[config.mk]
export PLATFORM = sky130hd
export DESIGN_NAME = arcade_io_top
export DESIGN_NICKNAME = d
export VERILOG_FILES = /design/src/arcade_io_pkg.sv /design/src/sync_ram.sv /design/src/quad_decoder.sv /design/src/leta_bank.sv /design/src/io_bus_ctrl.sv /design/src/arcade_io_top.sv
export SDC_FILE = /design/constraint.sdc
export NUM_CORES = 2
export LEC_CHECK = 0
export ABC_AREA = 1
export BUFFER_PORTS_ARGS = -buffer_cell sky130_fd_sc_hd__buf_2
export CAP_MARGIN = 20
export CORE_MARGIN = 2
export CORE_UTILIZATION = 40
export DETAILED_ROUTE_END_ITERATION = 8
export GPL_TIMING_DRIVEN = 1
export SLEW_MARGIN = 0
export SYNTH_ARGS = -nofsm -noshare
export SYNTH_HDL_FRONTEND = slang
export SYNTH_HIERARCHICAL = 1
export SYNTH_SLANG_ARGS = --single-unit
[constraint.sdc]
create_clock -name clk -period 1.8 [get_ports clk]
set_input_delay 0.18 -clock clk [delete_from_list [all_inputs] [get_ports clk]]
set_output_delay 0.18 -clock clk [all_outputs]
set_load 0.02 [all_outputs]
[src/arcade_io_pkg.sv]
//##########################################################################
// Shared types, memory map and depths of the arcade I/O block
// Imported by every RTL module and by the testbench
//##########################################################################
package arcade_io_pkg;

   // CPU bus and trackball sizes
   localparam int ADDR_W      = 10;
   localparam int AXIS_COUNT  = 4;
   localparam int TRACK_SEL_W = $clog2(AXIS_COUNT);

   // RAM depths and the index width of each
   localparam int NV_DEPTH    = 256;
   localparam int COLOR_DEPTH = 64;
   localparam int NV_AW       = $clog2(NV_DEPTH);
   localparam int COLOR_AW    = $clog2(COLOR_DEPTH);

   // Region bases on the CPU bus
   localparam logic [ADDR_W-1:0] NV_BASE    = 10'h000;
   localparam logic [ADDR_W-1:0] COLOR_BASE = 10'h100;
   localparam logic [ADDR_W-1:0] TRACK_BASE = 10'h180;

   // Region sizes in bytes
   // Color region covers both the low and the ninth-bit alias
   localparam logic [ADDR_W-1:0] NV_SPAN    = ADDR_W'(NV_DEPTH);
   localparam logic [ADDR_W-1:0] COLOR_SPAN = ADDR_W'(2 * COLOR_DEPTH);
   localparam logic [ADDR_W-1:0] TRACK_SPAN = ADDR_W'(AXIS_COUNT);

   // Address bit that selects the ninth-bit alias of a color entry
   localparam int COLOR_HI_BIT = 6;

   // Cycles from read strobe to response
   localparam int READ_LATENCY = 2;

   // Data words
   typedef logic [7:0] byte_t;
   typedef logic [8:0] color_word_t;

   // Value seen on reads of unmapped space
   localparam byte_t OPEN_BUS_DATA = 8'hFF;

   // CPU request, one-cycle strobe in valid
   typedef struct packed {
      logic              valid;
      logic              we;
      logic [ADDR_W-1:0] addr;
      byte_t             wdata;
   } bus_req_t;

   // Read response, valid for one cycle per read
   typedef struct packed {
      logic  valid;
      byte_t rdata;
   } bus_rsp_t;

   // Quadrature pins of one trackball axis
   typedef struct packed {
      logic a;
      logic b;
   } quad_pins_t;

   typedef quad_pins_t [AXIS_COUNT-1:0] axis_pins_t;

   // Decoded target of a bus address
   typedef enum logic [1:0] {
      REGION_NV,
      REGION_COLOR,
      REGION_TRACK,
      REGION_NONE
   } io_region_e;

endpackage

[src/sync_ram.sv]
//##########################################################################
// Single-port synchronous RAM, payload type set per instance
// Read data registered one cycle after the address, held during writes
//##########################################################################
module sync_ram
#(
   parameter type word_t = logic [7:0],
   parameter int  DEPTH  = 256
)
(
   input  logic                     clk,
   input  logic                     we,
   input  logic [$clog2(DEPTH)-1:0] addr,
   input  word_t                    wdata,
   output word_t                    rdata
);

   // Storage array, contents unknown until written
   word_t mem [DEPTH];

   // Write port and registered read share the address
   // Read output keeps its last value on a write cycle
   always_ff @(posedge clk)
   begin
      if (we)
      begin
         mem[addr] <= wdata;
      end
      else
      begin
         rdata <= mem[addr];
      end
   end

endmodule

[src/quad_decoder.sv]
//##########################################################################
// Quadrature decoder for one trackball axis
// Synchronizes the A/B pins and keeps a wrapping 8-bit position count
//##########################################################################
module quad_decoder
   import arcade_io_pkg::*;
(
   input  logic       clk,
   input  logic       reset_n,
   input  quad_pins_t pins,
   output byte_t      count
);

   // Pin history, stages 0 and 1 form the synchronizer
   logic [2:0] a_sr;
   logic [2:0] b_sr;
   logic       step;
   logic       dir;

   // Shift in the raw pins every clock
   // No reset needed, the history fills while reset is held
   always_ff @(posedge clk)
   begin
      a_sr <= {a_sr[1:0], pins.a};
      b_sr <= {b_sr[1:0], pins.b};
   end

   // One valid step when exactly one pin toggled
   assign step = a_sr[1] ^ a_sr[2] ^ b_sr[1] ^ b_sr[2];

   // New A against old B gives the direction
   // Sequence 00,10,11,01 counts up
   assign dir = a_sr[1] ^ b_sr[2];

   // Position counter, wraps at both ends
   always_ff @(posedge clk or negedge reset_n)
   begin
      if (!reset_n)
      begin
         count <= '0;
      end
      else if (step)
      begin
         if (dir)
            count <= count + 8'd1;
         else
            count <= count - 8'd1;
      end
   end

endmodule

[src/leta_bank.sv]
//##########################################################################
// Trackball interface with one quadrature counter per axis
// The selected axis count is registered every clock for the bus read path
//##########################################################################
module leta_bank
   import arcade_io_pkg::*;
(
   input  logic                   clk,
   input  logic                   reset_n,
   input  axis_pins_t             trk,
   input  logic [TRACK_SEL_W-1:0] track_sel,
   output byte_t                  track_rdata
);

   // Live counts of all axes
   byte_t counts [AXIS_COUNT];

   // One decoder per axis
   genvar i;
   generate
      for (i = 0; i < AXIS_COUNT; i++)
      begin : g_axis
         quad_decoder quad_decoder_i
         (
            .clk     (clk),
            .reset_n (reset_n),
            .pins    (trk[i]),
            .count   (counts[i])
         );
      end
   endgenerate

   // Registered axis select
   // Data arrives one cycle after track_sel, in step with the RAMs
   always_ff @(posedge clk)
   begin
      track_rdata <= counts[track_sel];
   end

endmodule

[src/io_bus_ctrl.sv]
//##########################################################################
// CPU bus decoder and read response pipeline of the I/O block
// Steers writes to the RAMs and answers each read two cycles later
//##########################################################################
module io_bus_ctrl
   import arcade_io_pkg::*;
(
   input  logic                   clk,
   input  logic                   reset_n,
   input  bus_req_t               req,
   output bus_rsp_t               rsp,
   output logic                   nv_we,
   output logic [NV_AW-1:0]       nv_addr,
   output byte_t                  nv_wdata,
   input  byte_t                  nv_rdata,
   output logic                   color_we,
   output logic [COLOR_AW-1:0]    color_addr,
   output color_word_t            color_wdata,
   input  color_word_t            color_rdata,
   output logic [TRACK_SEL_W-1:0] track_sel,
   input  byte_t                  track_rdata
);

   // What stage 2 needs to know about a read in flight
   typedef struct packed {
      logic       valid;
      io_region_e region;
      logic       color_hi;
   } rd_tag_t;

   // Offsets of the address into each region
   logic [ADDR_W-1:0] nv_off;
   logic [ADDR_W-1:0] color_off;
   logic [ADDR_W-1:0] track_off;

   io_region_e region;
   logic       color_hi;
   logic       wr_valid;
   rd_tag_t    tag_s1;
   byte_t      rdata_mux;
   logic       rsp_valid_q;
   byte_t      rsp_rdata_q;

   // Offsets wrap below a base, so one compare per region
   assign nv_off    = req.addr - NV_BASE;
   assign color_off = req.addr - COLOR_BASE;
   assign track_off = req.addr - TRACK_BASE;

   // Region decode
   always_comb
   begin
      if (nv_off < NV_SPAN)
         region = REGION_NV;
      else if (color_off < COLOR_SPAN)
         region = REGION_COLOR;
      else if (track_off < TRACK_SPAN)
         region = REGION_TRACK;
      else
         region = REGION_NONE;
   end

   // Ninth-bit alias of the color region
   assign color_hi = req.addr[COLOR_HI_BIT];

   // Write strobes, RAM regions only
   // Trackball and unmapped writes are dropped
   assign wr_valid = req.valid & req.we;
   assign nv_we    = wr_valid & (region == REGION_NV);
   assign color_we = wr_valid & (region == REGION_COLOR);

   // RAM and trackball addresses follow the bus every cycle
   assign nv_addr    = nv_off[NV_AW-1:0];
   assign nv_wdata   = req.wdata;
   assign color_addr = color_off[COLOR_AW-1:0];
   assign track_sel  = track_off[TRACK_SEL_W-1:0];

   // High alias sets bit 8 from wdata bit 0 and clears the low byte
   // Low alias writes the low byte and clears bit 8
   assign color_wdata = color_hi ? {req.wdata[0], 8'h00} : {1'b0, req.wdata};

   // Stage 1, tag each read while the RAMs fetch
   always_ff @(posedge clk or negedge reset_n)
   begin
      if (!reset_n)
      begin
         tag_s1 <= '0;
      end
      else
      begin
         tag_s1.valid    <= req.valid & ~req.we;
         tag_s1.region   <= region;
         tag_s1.color_hi <= color_hi;
      end
   end

   // Pick and shape the data of the read in stage 1
   always_comb
   begin
      case (tag_s1.region)
         REGION_NV:
            rdata_mux = nv_rdata;
         REGION_COLOR:
            // Ninth bit comes back in bit 0 on the high alias
            rdata_mux = tag_s1.color_hi ? {7'b0, color_rdata[8]} : color_rdata[7:0];
         REGION_TRACK:
            rdata_mux = track_rdata;
         default:
            rdata_mux = OPEN_BUS_DATA;
      endcase
   end

   // Stage 2 response valid
   always_ff @(posedge clk or negedge reset_n)
   begin
      if (!reset_n)
         rsp_valid_q <= 1'b0;
      else
         rsp_valid_q <= tag_s1.valid;
   end

   // Stage 2 response data, loaded only for reads
   always_ff @(posedge clk)
   begin
      if (tag_s1.valid)
         rsp_rdata_q <= rdata_mux;
   end

   assign rsp = '{valid: rsp_valid_q, rdata: rsp_rdata_q};

endmodule

[src/arcade_io_top.sv]
//##########################################################################
// Memory-mapped I/O block of the arcade CPU board
// Bus decoder, settings NVRAM, color RAM and trackball counters
//##########################################################################
module arcade_io_top
   import arcade_io_pkg::*;
(
   input  logic       clk,
   input  logic       reset_n,
   input  bus_req_t   req,
   input  axis_pins_t trk,
   output bus_rsp_t   rsp
);

   // NVRAM port
   logic                   nv_we;
   logic [NV_AW-1:0]       nv_addr;
   byte_t                  nv_wdata;
   byte_t                  nv_rdata;

   // Color RAM port
   logic                   color_we;
   logic [COLOR_AW-1:0]    color_addr;
   color_word_t            color_wdata;
   color_word_t            color_rdata;

   // Trackball read path
   logic [TRACK_SEL_W-1:0] track_sel;
   byte_t                  track_rdata;

   io_bus_ctrl io_bus_ctrl_i
   (
      .clk         (clk),
      .reset_n     (reset_n),
      .req         (req),
      .rsp         (rsp),
      .nv_we       (nv_we),
      .nv_addr     (nv_addr),
      .nv_wdata    (nv_wdata),
      .nv_rdata    (nv_rdata),
      .color_we    (color_we),
      .color_addr  (color_addr),
      .color_wdata (color_wdata),
      .color_rdata (color_rdata),
      .track_sel   (track_sel),
      .track_rdata (track_rdata)
   );

   // 256 x 8 settings RAM
   sync_ram #(.word_t(byte_t), .DEPTH(NV_DEPTH)) nv_ram_i
   (
      .clk   (clk),
      .we    (nv_we),
      .addr  (nv_addr),
      .wdata (nv_wdata),
      .rdata (nv_rdata)
   );

   // 64 x 9 color RAM
   sync_ram #(.word_t(color_word_t), .DEPTH(COLOR_DEPTH)) color_ram_i
   (
      .clk   (clk),
      .we    (color_we),
      .addr  (color_addr),
      .wdata (color_wdata),
      .rdata (color_rdata)
   );

   leta_bank leta_bank_i
   (
      .clk         (clk),
      .reset_n     (reset_n),
      .trk         (trk),
      .track_sel   (track_sel),
      .track_rdata (track_rdata)
   );

endmodule

==> results.json <==
{
  "route.met3.wl_mm": 23.6,
  "highest_layer": "met4",
  "dpl_cell_area_mm2": 0.126,
  "r2r-start": "nv_ram_i/mem[27][4]",
  "ir_drop_uv": 757,
  "wl_met1_mm": 140,
  "max_freq_mhz": 518,
  "cp_max_fo": 1,
  "syn_area_mm2": 0.115,
  "antenna_found_initial": 4,
  "syn_inst": 11100,
  "yosysMostFrequentCell": "nand2_1",
  "grt-ovfl-total": 0,
  "synth_top_cell_by_area": "edfxtp_1",
  "synth_top_area_frac": 0.693,
  "cts_made_buffers": 298,
  "start_util": 0.402,
  "slowest_stage": "edfxtp_1",
  "dieWidth_um": 540,
  "outcome": "finished, violations left",
  "hold_start": "req[9]",
  "synth_flop_cell": "edfxtp_1",
  "synthesis.nets": 11200,
  "place_congestion": 0.905,
  "timing.rr.end": "nv_ram_i/rdata[4]",
  "design_area_mm2": 0.137,
  "ant_nets": 0,
  "relSlewSlack": 0.410,
  "clkTransAtPathRegs_ns": 0.06,
  "grt_max_degree": 136,
  "hold_class": "in2reg",
  "finClkSkew_ns": 0.0827,
  "dp_hpwl_mm": 197,
  "path_cells": "nand2_1 -> nand2_1 -> nand2_2 -> nand2_1 -> nand2_1 -> nand2_2 -> o21ai_2 -> nand2_2 -> nor2_2 -> buf_6 -> nor2_4 -> nor2_4 -> nand2_1",
  "htree_num_levels": 5,
  "clk-insertion-delay-late_ns": 0.92,
  "die_y_um": 540,
  "worstHoldPathCells": 5,
  "crit_arrival_ns": 2.55,
  "crit_top_cell": "nand2_1",
  "grt_pass1_wl_mm": 476,
  "clock_sinks": 2718,
  "synth_edf_count": 2649,
  "die_area_mm2": 0.291,
  "viasPerCell": 5.09,
  "cts_root_buffer": "clkbuf_16",
  "ys_ff_latch": 2718,
  "cts_max_path_buffers": 4,
  "grt_pass1_vias": 76500,
  "tightest_slew_ns": 0.884,
  "drt_pass1_iterations": 6,
  "crit_type": "reg2reg",
  "ys_async_sr_fraction": 0.0136,
  "rsz0062_at_grt": "yes",
  "drc": 0,
  "drive_gt1_frac": 0.140,
  "p_per_area_mw_per_mm2": 1050,
  "finalMaxSlewViolations": 0,
  "synth_seq_area_share": 0.707,
  "synth_cell_types": 39,
  "port_buffers": 38,
  "synthTopCellsByCount": "nand2_1 (6560), edfxtp_1 (2649), nor2_1 (488)",
  "avgSynthCellArea_um2": 10.3,
  "num_rows": 196,
  "track_usage": 0.214,
  "setup_slack_ns": -0.131,
  "yosys-top-cells-area": "edfxtp_1 (69%), nand2_1 (21%), nor2_1 (1.6%)",
  "vias": 79200,
  "setup_violations": 8,
  "wire_per_inst_um": 20.5,
  "fp.coreArea_mm2": 0.285,
  "post-route-min-period_ns": 1.93,
  "cts_tree": "yes",
  "start_kind": "flip-flop",
  "yosysWarnings": 6,
  "hold_violations": 0,
  "syn_to_final_growth_pct": 19.0,
  "wl_met2_mm": 146,
  "reg2reg_depth": 13,
  "drt_iter0_markers": 7847,
  "total_power_mw": 144,
  "finalCritPeriodShare": 1.07,
  "drv_cap": 0,
  "ff2ff_setup_slack_ns": -0.13,
  "nets": 11600,
  "io_pins": 39,
  "slowest_delay_ns": 0.38,
  "p_leak_nw": 54.4,
  "worstPathRequired_ns": 2.42,
  "cp-end-kind": "flip-flop",
  "wl_mm": 319,
  "hold_end": "leta_bank_i/track_rdata[4]",
  "violations": "setup timing"
}
-- cells in the final DEF, fill, tap and decap left out, types with 7 or more instances in the layout --
| master | n |
|---|---|
| nand4_1 | 12 |
| clkbuf_1 | 49 |
| inv_1 | 156 |
| dfrtp_1 | 37 |
| nand2_1 | 6430 |
| buf_6 | 9 |
| nor2_1 | 198 |
| edfxtp_1 | 2649 |
| clkinvlp_4 | 8 |
| nand2_4 | 33 |
| buf_4 | 423 |
| ha_1 | 9 |
| or2_1 | 9 |
| nand3_1 | 269 |
| nand3_2 | 7 |
| o21ai_2 | 45 |
| nand2_2 | 138 |
| o21ai_1 | 89 |
| xor2_1 | 12 |
| nor2_4 | 236 |
| buf_12 | 180 |
| clkinv_1 | 68 |
| nor2_2 | 63 |
| o21ai_4 | 10 |
| xnor2_1 | 8 |
| dfxtp_1 | 26 |
| clkinv_16 | 9 |
| buf_2 | 27 |
| inv_6 | 11 |
| dlygate4sd3_1 | 39 |
| inv_2 | 18 |
| buf_8 | 9 |
| o21ai_0 | 41 |
| bufinv_16 | 34 |
| a21oi_1 | 33 |
| clkinv_2 | 42 |
| clkbuf_16 | 301 |
-- layout make-up --
class | count | area (um2)
diodes | 4 | 10.0
well taps | 3762 | 4710
flip-flops and latches | 2718 | 81100
clock inverters | 177 | 2010
clock buffers | 350 | 7700
multi-input cells | 7676 | 32800
repair buffers | 688 | 7570
repair inverters | 2 | 22.5
fillers | 25400 | 149000
inverters | 183 | 747
-- logic make-up (layout without fill, tap and decap cells) --
logic type / count (synthesis) / in the layout / share of synthesized area
AND/OR/NAND/NOR: 7415 / 7415 / 0.249
flip-flops: 2718 / 2718 / 0.707
buffers and inverters: 746 / 1400 / 0.0312
AO/OA/AOI/OAI: 232 / 232 / 0.0108
XOR/XNOR: 20 / 20 / 0.00153
adder cells (fa/ha/maj): 9 / 9 / 0.000981
other: 0 / 4 / 0
-- sequential cells by signal, indices dropped and copies added, names as in the netlist --
register / flops
io_bus_ctrl_i/tag_s1: 4
nv_ram_i/mem: 2048
color_ram_i/rdata: 9
leta_bank_i/g_axis.quad_decoder_i/a_sr: 12
color_ram_i/mem: 576
leta_bank_i/g_axis.quad_decoder_i/count: 32
io_bus_ctrl_i/rsp_rdata_q: 8
leta_bank_i/track_rdata: 8
leta_bank_i/g_axis.quad_decoder_i/b_sr: 12
io_bus_ctrl_i/rsp_valid_q: 1
nv_ram_i/rdata: 8
-- critical path: cells and delay by family, from the launching register on --
family / cells / cell delay (ns)
buf+inv: 1 / 0.13
simple gates: 11 / 0.98
compound gates: 1 / 0.14
flops: 1 / 0.38
-- routing by layer --
metal,GRT usage,up-vias
li1,-,37200
met1,0.308,38700
met2,0.336,2793
met3,0.0288,506
met4,0.0644,0
met5,0,-
-- metrics by stage --
step | worst slack, ns | instances | TNS, ns | utilization | hold WS, ns
finish | -0.131 | 15600 | -0.673 | 0.479 | 0.0829
global route | -0.217 | 15600 | -1.29 | 0.479 | 0.0758
CTS | -0.103 | 15500 | -0.559 | 0.478 | 0.00883
detailed placement | -1.26 | 15000 | -1208.55 | 0.440 | 0.167
global placement | -1.29 | 15000 | -1174.47 | 0.440 | 0.167
floorplan | -0.562 | 11100 | -427.40 | - | -0.116
-- worst max path at each step --
stage	slack (ns)	to	from
after floorplan	-0.56	color_ram_i/mem[0][0]	req[14]
after global placement	-1.29	nv_ram_i/rdata[0]	req[8]
after detailed placement	-1.26	nv_ram_i/rdata[2]	req[8]
after CTS	-0.10	nv_ram_i/rdata[4]	nv_ram_i/mem[41][4]
after global routing	-0.22	nv_ram_i/rdata[4]	nv_ram_i/mem[13][4]
final	-0.13	nv_ram_i/rdata[4]	nv_ram_i/mem[27][4]
-- report_power, final --
group          switching, mW  internal (mW)  leakage, nW
clock                   25.2           35.7         4.72
combinational           8.29           3.73         25.8
sequential             0.640           70.0         23.9
-- repair_timing --
action,CTS,global route
resized for setup,181,105
buffers inserted,0,7
hold buffers,39,0
pin swaps,78,75
cloned,0,3
endpoints found under the setup margin,8,127
hold endpoints to repair,1676,0
Note: power is estimated with default switching activity, not from simulation.
